===== src/verilog/rvPkg.sv =====
package rvPkg;

    // datapath widths
    localparam int xlen = 32;
    localparam int regAddrW = 5;
    localparam int funct3W = 3;
    localparam int selW = xlen / 8;

    // first fetch after reset
    localparam logic [xlen-1:0] resetVector = '0;

    // major opcodes, instr[6:0]
    localparam logic [6:0] opLui    = 7'b0110111;
    localparam logic [6:0] opAuipc  = 7'b0010111;
    localparam logic [6:0] opJal    = 7'b1101111;
    localparam logic [6:0] opJalr   = 7'b1100111;
    localparam logic [6:0] opBranch = 7'b1100011;
    localparam logic [6:0] opLoad   = 7'b0000011;
    localparam logic [6:0] opStore  = 7'b0100011;
    localparam logic [6:0] opImm    = 7'b0010011;
    localparam logic [6:0] opReg    = 7'b0110011;
    localparam logic [6:0] opSystem = 7'b1110011;

    typedef enum logic [3:0] {
        aluAdd, aluSub, aluSll, aluSlt, aluSltu,
        aluXor, aluSrl, aluSra, aluOr, aluAnd
    } aluOp_t;

    typedef enum logic [2:0] {
        immI, immS, immB, immU, immJ
    } immFmt_t;

    // how the next pc is chosen
    typedef enum logic [3:0] {
        brNone, brJal, brJalr, brEq, brNe, brLt, brGe, brLtu, brGeu
    } branchKind_t;

    typedef enum logic {
        aReg, aPc
    } aSrc_t;

    typedef enum logic [1:0] {
        bReg, bImm, bFour
    } bSrc_t;

endpackage

===== src/verilog/Alu.sv =====
`timescale 1ns/100ps

module Alu (
    input  logic [rvPkg::xlen-1:0] a,
    input  logic [rvPkg::xlen-1:0] b,
    input  rvPkg::aluOp_t          aluSel,
    output logic [rvPkg::xlen-1:0] result,
    output logic                   zero,
    output logic                   less,
    output logic                   lessU
);

    logic [4:0] shamt;

    assign shamt = b[4:0];

    // compare flags for branches, independent of the selected op
    assign less  = $signed(a) < $signed(b);
    assign lessU = a < b;

    always_comb begin
        case (aluSel)
            rvPkg::aluSub:  result = a - b;
            rvPkg::aluSll:  result = a << shamt;
            rvPkg::aluSlt:  result = {{(rvPkg::xlen-1){1'b0}}, less};
            rvPkg::aluSltu: result = {{(rvPkg::xlen-1){1'b0}}, lessU};
            rvPkg::aluXor:  result = a ^ b;
            rvPkg::aluSrl:  result = a >> shamt;
            rvPkg::aluSra:  result = $signed(a) >>> shamt;
            rvPkg::aluOr:   result = a | b;
            rvPkg::aluAnd:  result = a & b;
            default:        result = a + b;
        endcase
    end

    assign zero = (result == '0);

endmodule


===== src/verilog/ControlUnit.sv =====
`timescale 1ns/100ps

module ControlUnit (
    input  logic [rvPkg::xlen-1:0]    instr,
    output rvPkg::immFmt_t            immFmt,
    output logic                      regWe,
    output rvPkg::aSrc_t              aSrc,
    output rvPkg::bSrc_t              bSrc,
    output rvPkg::aluOp_t             aluSel,
    output logic                      memRead,
    output logic                      memWrite,
    output logic [rvPkg::funct3W-1:0] memSize,
    output rvPkg::branchKind_t        branchKind,
    output logic                      halt
);

    logic [6:0] opcode;
    logic [rvPkg::funct3W-1:0] funct3;

    assign opcode = instr[6:0];
    assign funct3 = instr[14:12];

    // funct3 plus the alternate bit (instr[30]) picks the alu op
    function automatic rvPkg::aluOp_t decodeAlu(input logic [rvPkg::funct3W-1:0] f3,
                                                input logic alt);
        case (f3)
            3'b000:  decodeAlu = alt ? rvPkg::aluSub : rvPkg::aluAdd;
            3'b001:  decodeAlu = rvPkg::aluSll;
            3'b010:  decodeAlu = rvPkg::aluSlt;
            3'b011:  decodeAlu = rvPkg::aluSltu;
            3'b100:  decodeAlu = rvPkg::aluXor;
            3'b101:  decodeAlu = alt ? rvPkg::aluSra : rvPkg::aluSrl;
            3'b110:  decodeAlu = rvPkg::aluOr;
            default: decodeAlu = rvPkg::aluAnd;
        endcase
    endfunction

    function automatic rvPkg::branchKind_t decodeBranch(input logic [rvPkg::funct3W-1:0] f3);
        case (f3)
            3'b000:  decodeBranch = rvPkg::brEq;
            3'b001:  decodeBranch = rvPkg::brNe;
            3'b100:  decodeBranch = rvPkg::brLt;
            3'b101:  decodeBranch = rvPkg::brGe;
            3'b110:  decodeBranch = rvPkg::brLtu;
            3'b111:  decodeBranch = rvPkg::brGeu;
            default: decodeBranch = rvPkg::brNone;
        endcase
    endfunction

    assign memSize = funct3;

    always_comb begin
        immFmt     = rvPkg::immI;
        regWe      = 1'b0;
        aSrc       = rvPkg::aReg;
        bSrc       = rvPkg::bReg;
        aluSel     = rvPkg::aluAdd;
        memRead    = 1'b0;
        memWrite   = 1'b0;
        branchKind = rvPkg::brNone;
        halt       = 1'b0;
        case (opcode)
            rvPkg::opLui: begin
                immFmt = rvPkg::immU;
                regWe  = 1'b1;
                bSrc   = rvPkg::bImm;
            end
            rvPkg::opAuipc: begin
                immFmt = rvPkg::immU;
                regWe  = 1'b1;
                aSrc   = rvPkg::aPc;
                bSrc   = rvPkg::bImm;
            end
            rvPkg::opJal: begin
                immFmt     = rvPkg::immJ;
                regWe      = 1'b1;
                aSrc       = rvPkg::aPc;
                bSrc       = rvPkg::bFour;
                branchKind = rvPkg::brJal;
            end
            rvPkg::opJalr: begin
                regWe      = 1'b1;
                aSrc       = rvPkg::aPc;
                bSrc       = rvPkg::bFour;
                branchKind = rvPkg::brJalr;
            end
            rvPkg::opBranch: begin
                // subtract so the zero flag means rs1 == rs2
                immFmt     = rvPkg::immB;
                aluSel     = rvPkg::aluSub;
                branchKind = decodeBranch(funct3);
            end
            rvPkg::opLoad: begin
                regWe   = 1'b1;
                bSrc    = rvPkg::bImm;
                memRead = 1'b1;
            end
            rvPkg::opStore: begin
                immFmt   = rvPkg::immS;
                bSrc     = rvPkg::bImm;
                memWrite = 1'b1;
            end
            rvPkg::opImm: begin
                // bit 30 only matters for srai
                regWe  = 1'b1;
                bSrc   = rvPkg::bImm;
                aluSel = decodeAlu(funct3, (funct3 == 3'b101) && instr[30]);
            end
            rvPkg::opReg: begin
                regWe  = 1'b1;
                aluSel = decodeAlu(funct3, instr[30]);
            end
            rvPkg::opSystem: begin
                // ecall only when everything above the opcode is zero
                halt = (instr[rvPkg::xlen-1:7] == '0);
            end
            default: begin
            end
        endcase
    end

endmodule


===== src/verilog/ImmGen.sv =====
`timescale 1ns/100ps

module ImmGen (
    input  logic [rvPkg::xlen-1:0] instr,
    input  rvPkg::immFmt_t         immFmt,
    output logic [rvPkg::xlen-1:0] imm
);

    localparam int xlen = rvPkg::xlen;

    always_comb begin
        case (immFmt)
            rvPkg::immS: imm = {{(xlen-12){instr[31]}}, instr[31:25], instr[11:7]};
            rvPkg::immB: imm = {{(xlen-13){instr[31]}}, instr[31], instr[7],
                                instr[30:25], instr[11:8], 1'b0};
            rvPkg::immU: imm = {instr[31:12], 12'b0};
            // jal offset, bits scattered across the upper word
            rvPkg::immJ: imm = {{(xlen-21){instr[31]}}, instr[31], instr[19:12],
                                instr[20], instr[30:21], 1'b0};
            default:     imm = {{(xlen-12){instr[31]}}, instr[31:20]};
        endcase
    end

endmodule


===== src/verilog/LoadStoreUnit.sv =====
`timescale 1ns/100ps

module LoadStoreUnit (
    input  logic                      memRead,
    input  logic                      memWrite,
    input  logic [rvPkg::funct3W-1:0] memSize,
    input  logic [rvPkg::xlen-1:0]    addr,
    input  logic [rvPkg::xlen-1:0]    storeData,
    output logic [rvPkg::xlen-1:0]    loadData,
    output logic                      busy,
    output logic                      wbCyc,
    output logic                      wbStb,
    output logic                      wbWe,
    output logic [rvPkg::xlen-1:0]    wbAdr,
    output logic [rvPkg::xlen-1:0]    wbDatW,
    output logic [rvPkg::selW-1:0]    wbSel,
    input  logic [rvPkg::xlen-1:0]    wbDatR,
    input  logic                      wbAck
);

    logic req;
    logic [1:0] offset;
    logic [rvPkg::xlen-1:0] laneData;

    assign req    = memRead || memWrite;
    assign offset = addr[1:0];

    // classic cycle held open by the decoded instruction until ack
    assign wbCyc = req;
    assign wbStb = req;
    assign wbWe  = memWrite;
    assign wbAdr = {addr[rvPkg::xlen-1:2], 2'b00};
    assign busy  = req && !wbAck;

    // addressed lane moved down to bit 0
    assign laneData = wbDatR >> {offset, 3'b000};

    always_comb begin
        case (memSize[1:0])
            2'b00: begin
                wbSel    = 4'b0001 << offset;
                wbDatW   = {4{storeData[7:0]}};
                loadData = memSize[2] ? {24'b0, laneData[7:0]}
                                      : {{24{laneData[7]}}, laneData[7:0]};
            end
            2'b01: begin
                wbSel    = 4'b0011 << {offset[1], 1'b0};
                wbDatW   = {2{storeData[15:0]}};
                loadData = memSize[2] ? {16'b0, laneData[15:0]}
                                      : {{16{laneData[15]}}, laneData[15:0]};
            end
            default: begin
                wbSel    = 4'b1111;
                wbDatW   = storeData;
                loadData = wbDatR;
            end
        endcase
    end

endmodule


===== src/verilog/ProgramCounter.sv =====
`timescale 1ns/100ps

module ProgramCounter (
    input  logic                   clk,
    input  logic                   rstN,
    input  rvPkg::branchKind_t     branchKind,
    input  logic                   zero,
    input  logic                   less,
    input  logic                   lessU,
    input  logic                   busy,
    input  logic                   halt,
    input  logic [rvPkg::xlen-1:0] imm,
    input  logic [rvPkg::xlen-1:0] rs1Data,
    output logic [rvPkg::xlen-1:0] pc,
    output logic [rvPkg::xlen-1:0] pcPlus4,
    output logic                   halted
);

    logic taken;
    logic [rvPkg::xlen-1:0] target;
    logic [rvPkg::xlen-1:0] nextPc;

    always_comb begin
        case (branchKind)
            rvPkg::brJal,
            rvPkg::brJalr: taken = 1'b1;
            rvPkg::brEq:   taken = zero;
            rvPkg::brNe:   taken = !zero;
            rvPkg::brLt:   taken = less;
            rvPkg::brGe:   taken = !less;
            rvPkg::brLtu:  taken = lessU;
            rvPkg::brGeu:  taken = !lessU;
            default:       taken = 1'b0;
        endcase
    end

    // jalr target drops bit 0
    assign target  = (branchKind == rvPkg::brJalr) ? ((rs1Data + imm) & ~32'd1) : (pc + imm);
    assign pcPlus4 = pc + 32'd4;
    assign nextPc  = taken ? target : pcPlus4;

    always_ff @(posedge clk or negedge rstN) begin
        if (!rstN) begin
            pc     <= rvPkg::resetVector;
            halted <= 1'b0;
        end else begin
            if (halt && !busy) begin
                halted <= 1'b1;
            end
            if (!busy && !halt && !halted) begin
                pc <= nextPc;
            end
        end
    end

    assert property (@(posedge clk) disable iff (!rstN) pc[1:0] == 2'b00)
        else $error("pc %h is not word aligned", pc);

endmodule


===== src/verilog/RegFile.sv =====
`timescale 1ns/100ps

module RegFile (
    input  logic                       clk,
    input  logic                       rstN,
    input  logic [rvPkg::regAddrW-1:0] rs1,
    input  logic [rvPkg::regAddrW-1:0] rs2,
    input  logic [rvPkg::regAddrW-1:0] rd,
    input  logic [rvPkg::xlen-1:0]     wdata,
    input  logic                       we,
    output logic [rvPkg::xlen-1:0]     rdata1,
    output logic [rvPkg::xlen-1:0]     rdata2
);

    localparam int depth = 2 ** rvPkg::regAddrW;

    logic [rvPkg::xlen-1:0] regs [depth];

    always_ff @(posedge clk or negedge rstN) begin
        if (!rstN) begin
            for (int i = 0; i < depth; i++) begin
                regs[i] <= '0;
            end
        end else if (we && (rd != '0)) begin
            regs[rd] <= wdata;
        end
    end

    assign rdata1 = regs[rs1];
    assign rdata2 = regs[rs2];

    // a live register is never loaded with unknown data
    assert property (@(posedge clk) disable iff (!rstN)
        (we && (rd != '0)) |-> !$isunknown(wdata))
        else $error("register x%0d written with unknown data", rd);

endmodule


===== src/verilog/RvCore.sv =====
`timescale 1ns/100ps

module RvCore (
    input  logic                   clk,
    input  logic                   rstN,
    output logic [rvPkg::xlen-1:0] instrAddr,
    input  logic [rvPkg::xlen-1:0] instrData,
    output logic                   wbCyc,
    output logic                   wbStb,
    output logic                   wbWe,
    output logic [rvPkg::xlen-1:0] wbAdr,
    output logic [rvPkg::xlen-1:0] wbDatW,
    output logic [rvPkg::selW-1:0] wbSel,
    input  logic [rvPkg::xlen-1:0] wbDatR,
    input  logic                   wbAck,
    output logic                   halted
);

    rvPkg::immFmt_t immFmt;
    rvPkg::aSrc_t aSrc;
    rvPkg::bSrc_t bSrc;
    rvPkg::aluOp_t aluSel;
    rvPkg::branchKind_t branchKind;
    logic regWe;
    logic memRead;
    logic memWrite;
    logic [rvPkg::funct3W-1:0] memSize;
    logic halt;
    logic running;
    logic lsuBusy;
    logic isJump;
    logic zero;
    logic less;
    logic lessU;
    logic [rvPkg::regAddrW-1:0] rs1Addr;
    logic [rvPkg::xlen-1:0] imm;
    logic [rvPkg::xlen-1:0] rs1Data;
    logic [rvPkg::xlen-1:0] rs2Data;
    logic [rvPkg::xlen-1:0] aluA;
    logic [rvPkg::xlen-1:0] aluB;
    logic [rvPkg::xlen-1:0] aluResult;
    logic [rvPkg::xlen-1:0] pc;
    logic [rvPkg::xlen-1:0] pcPlus4;
    logic [rvPkg::xlen-1:0] loadData;
    logic [rvPkg::xlen-1:0] wbData;

    // first fetch waits one cycle after reset so no bus cycle starts during it
    always_ff @(posedge clk or negedge rstN) begin
        if (!rstN) begin
            running <= 1'b0;
        end else begin
            running <= 1'b1;
        end
    end

    assign instrAddr = pc;

    ControlUnit uControl (
        .instr(instrData), .immFmt(immFmt), .regWe(regWe), .aSrc(aSrc), .bSrc(bSrc),
        .aluSel(aluSel), .memRead(memRead), .memWrite(memWrite), .memSize(memSize),
        .branchKind(branchKind), .halt(halt)
    );

    ImmGen uImm (.instr(instrData), .immFmt(immFmt), .imm(imm));

    // lui reads x0 so the alu passes the immediate through
    assign rs1Addr = (instrData[6:0] == rvPkg::opLui) ? '0 : instrData[19:15];

    RegFile uRegs (
        .clk(clk), .rstN(rstN), .rs1(rs1Addr), .rs2(instrData[24:20]),
        .rd(instrData[11:7]), .wdata(wbData), .we(regWe && running && !lsuBusy && !halted),
        .rdata1(rs1Data), .rdata2(rs2Data)
    );

    assign aluA = (aSrc == rvPkg::aPc) ? pc : rs1Data;

    always_comb begin
        case (bSrc)
            rvPkg::bImm:  aluB = imm;
            rvPkg::bFour: aluB = 32'd4;
            default:      aluB = rs2Data;
        endcase
    end

    Alu uAlu (
        .a(aluA), .b(aluB), .aluSel(aluSel), .result(aluResult),
        .zero(zero), .less(less), .lessU(lessU)
    );

    ProgramCounter uPc (
        .clk(clk), .rstN(rstN), .branchKind(branchKind), .zero(zero), .less(less),
        .lessU(lessU), .busy(lsuBusy || !running), .halt(halt), .imm(imm),
        .rs1Data(rs1Data), .pc(pc), .pcPlus4(pcPlus4), .halted(halted)
    );

    LoadStoreUnit uLsu (
        .memRead(memRead && running && !halted), .memWrite(memWrite && running && !halted),
        .memSize(memSize), .addr(aluResult), .storeData(rs2Data), .loadData(loadData),
        .busy(lsuBusy), .wbCyc(wbCyc), .wbStb(wbStb), .wbWe(wbWe), .wbAdr(wbAdr),
        .wbDatW(wbDatW), .wbSel(wbSel), .wbDatR(wbDatR), .wbAck(wbAck)
    );

    // writeback select
    assign isJump = (branchKind == rvPkg::brJal) || (branchKind == rvPkg::brJalr);
    assign wbData = memRead ? loadData : (isJump ? pcPlus4 : aluResult);

endmodule


===== config.mk =====
export PLATFORM = sky130hd
export DESIGN_NAME = RvCore
export DESIGN_NICKNAME = d
export VERILOG_FILES = /design/src/verilog/rvPkg.sv /design/src/verilog/Alu.sv /design/src/verilog/ControlUnit.sv /design/src/verilog/ImmGen.sv /design/src/verilog/LoadStoreUnit.sv /design/src/verilog/ProgramCounter.sv /design/src/verilog/RegFile.sv /design/src/verilog/RvCore.sv
export SDC_FILE = /design/constraint.sdc
export NUM_CORES = 2
export LEC_CHECK = 0
export BUFFER_PORTS_ARGS = -buffer_cell sky130_fd_sc_hd__buf_4
export CAP_MARGIN = 20
export CORE_MARGIN = 5
export CORE_UTILIZATION = 30
export CTS_CLUSTER_SIZE = 10
export DETAILED_ROUTE_END_ITERATION = 7
export RECOVER_POWER = 50
export SLEW_MARGIN = 40
export SYNTH_ARGS = -nofsm -noshare
export SYNTH_HDL_FRONTEND = slang
export SYNTH_HIERARCHICAL = 1
export SYNTH_SLANG_ARGS = --single-unit

===== constraint.sdc =====
create_clock -name clk -period 13.6 [get_ports clk]
set_clock_uncertainty 0.1 [all_clocks]
set_input_delay 0 -clock clk [delete_from_list [all_inputs] [get_ports clk]]
set_output_delay 0 -clock clk [all_outputs]
set_load 0.01 [all_outputs]

==> metrics.txt <==
post-route setup slack=3.41 ns; initial antenna violation count=34; CP Launch Point=instrData[6]; # DRC=0; Worst Setup Start Kind=input pin; I/O Buffers=168; commonest non-fill, non-tap cells in the layout=1107 x mux2i_1, 1058 x dfrtp_1, 1037 x mux2_2; first-pass GRT wire length=474000 µm; Setup Crit Path Kind=in -> reg; placed instance area=0.0802 mm²; synthesis-to-layout area growth=9.28%; Yosys top cell by area=dfrtp_1; die footprint=0.265 mm²; Top FF cell, synth=dfrtp_1; crit share post-route=74.9%; CP Max Fanout=42; ys async rst share=100%; Final nets=7445; minimum clock period=10.19 ns; RSZ-0062 raised after global routing=false; drt wl/cell=31.6 µm; Skew-Pair Late Insertion Delay=0.76 ns; clk sinks=1058; Critical Path RT=14.16 ns; status=finished with violations; most used cell, CP=nor2_1; cells after synthesis=7451; Die Wd=515 µm; reg2reg path depth=31; Setup crit end=uPc/pc[31]; Avg Vias per Cell=6.09; routed wire length=336000 µm; peak supply drop=0.000111 V; Netlist cell types=118; root buf cell=clkbuf_16; min-delay src=instrData[10]; vias in the first global route=63700; pin count of the biggest net entering global routing=111; stages on the worst setup path=35; Syn Std Cell Area=0.0764 mm²; gr ovfl total=0; via count=64800; highest clock rate=98.1 MHz; RD Place Congestion=1.04; nature of the critical path endpoint=flip-flop; count of antenna-violating nets left after detailed routing=0; r2r startpoint=uRegs/regs[770]; worst slack, placed=3.03 ns; setup TNS=0 ns; r2r endpoint=uPc/pc[31]; sequential area share after synthesis=34.7%; Buf/Inv on CP=6; filler instances=25700; Overall Power=9.76 mW; TritonRoute pass-1 iters=8; Slew @ Worst Pin=5.12 ns; clk slew on worst S/H paths=0.06 ns; CTS tree=done; Final Setup Violations=0; Reg2Reg Setup Slack=4.32 ns; Final Cell Area=0.0835 mm²; MaxCap Viol Count=14; Pins Over Slew Limit=918; Final Util=32.9%; Die Y=515 µm; I/O pin cnt=171; Post-synth EDFFs=0; CP max-delay cell=o311ai_1; Relative slew margins=-241%; post-synth top area share=34.7%; DP HPWL=233000 µm; Initial Util=30.1%; Pleak=38.6 nW; Seq cells post-synth=1058; power per cell area=117 mW/mm²; H-tree lvl count=3; failing checks=capacitance limit, slew limit; Final Hold Fails=0; HP Class=in -> reg; Max clock buf depth=3; crit path DAT=10.75 ns; Ys Warns=6; Crit path max-delay family=simple AND/OR/NAND/NOR gates; CTS buffer count=119; most common cell after layout, fill and taps aside=mux2i_1; layout cells sized above 1=23.9%; Rows=185; core area=0.254 mm²; ranking of synthesized cells by area=dfrtp_1 35%, mux2_2 15%, mux2i_1 15%, ha_1 2.6%, a21oi_1 2.5%; Iter 0 DRT Violations=6821; syn_area_per_cell=10.3 µm²; crit-path max cell delay=0.69 ns; Total Routing Usage GR=24.3%
## power by group
group	internal, mW	switching (mW)
clock network	1.62	1.29
logic	1.08	2.30
registers	3.28	0.188
## flip-flops by register name, indices dropped and copies added (netlist names)
signal	count
uPc/pc	32
uRegs/regs	1024
running	1
uPc/halted	1
## layer usage
metal	global-route usage [%]	up-vias	wire length (µm)
li1	-	27100	-
met1	29.9	33000	131000
met2	37.5	3658	148000
met3	5.56	999	29900
met4	17.2	14	27300
met5	0	-	102
## metrics by stage
stage,cells,hold WS (ns)
after floorplan,7452,-0.396
after global placement,10400,0.00300
after detailed placement,10400,-0.190
after CTS,10600,0.00796
after global routing,10600,0.0263
final,10600,0.0658
## logic make-up (layout without fill, tap and decap cells)
logic type | Yosys count | count (layout) | share of synthesized area [%]
flops | 1058 | 1058 | 34.7
other cells | 2 | 35 | 0.00983
simple gates | 1455 | 1455 | 9.64
compound gates | 1549 | 1549 | 14.1
buf+inv | 887 | 674 | 5.87
mux | 2239 | 2239 | 31.9
fa+ha+maj | 165 | 165 | 2.74
xor+xnor | 96 | 96 | 1.13
## synth_stat cells, drive strengths merged, types with 59 or more instances
| cell type | number |
|---|---|
| mux2i | 1108 |
| ha | 161 |
| nor3 | 105 |
| inv | 141 |
| mux2 | 1083 |
| dfrtp | 1058 |
| nand2b | 78 |
| nor2 | 234 |
| nor2b | 59 |
| a31oi | 90 |
| clkbuf | 350 |
| a22o | 169 |
| buf | 396 |
| a21oi | 384 |
| nand2 | 459 |
| a22oi | 223 |
| o21ai | 179 |
| nand3 | 260 |
## timing repair
item / CTS / global route
setup buffers: 0 / 0
hold endpoints to repair: 440 / 0
hold buffers: 13 / 0
resized for setup: 0 / 0
## worst min-delay path by stage
stage / endpoint / slack [ns] / depth (start not counted)
floorplan: running / -0.40 / 0
global placement: uRegs/regs[217] / 0.003 / 1
detailed placement: uRegs/regs[217] / -0.19 / 1
CTS: uRegs/regs[830] / 0.008 / 4
global route: uRegs/regs[824] / 0.03 / 4
finish: uRegs/regs[829] / 0.07 / 4
## layout make-up
type	count	area, µm²	area share [%]
sequential	1058	26500	31.7
tap	3366	4210	5.05
timing repair buffer	386	3060	3.67
clock buffer	137	3160	3.79
multi-input combinational	5507	45900	54.9
clock inverter	10	90.1	0.108
antenna	32	80.1	0.0959
inverter	141	529	0.634
## worst min-delay path, stage by stage
cell	delay (ns)
buf_4	0.22
nor3b_2	0.12
nand2_2	0.31
mux2_2	0.22
Note: power is estimated with default switching activity, not from simulation.
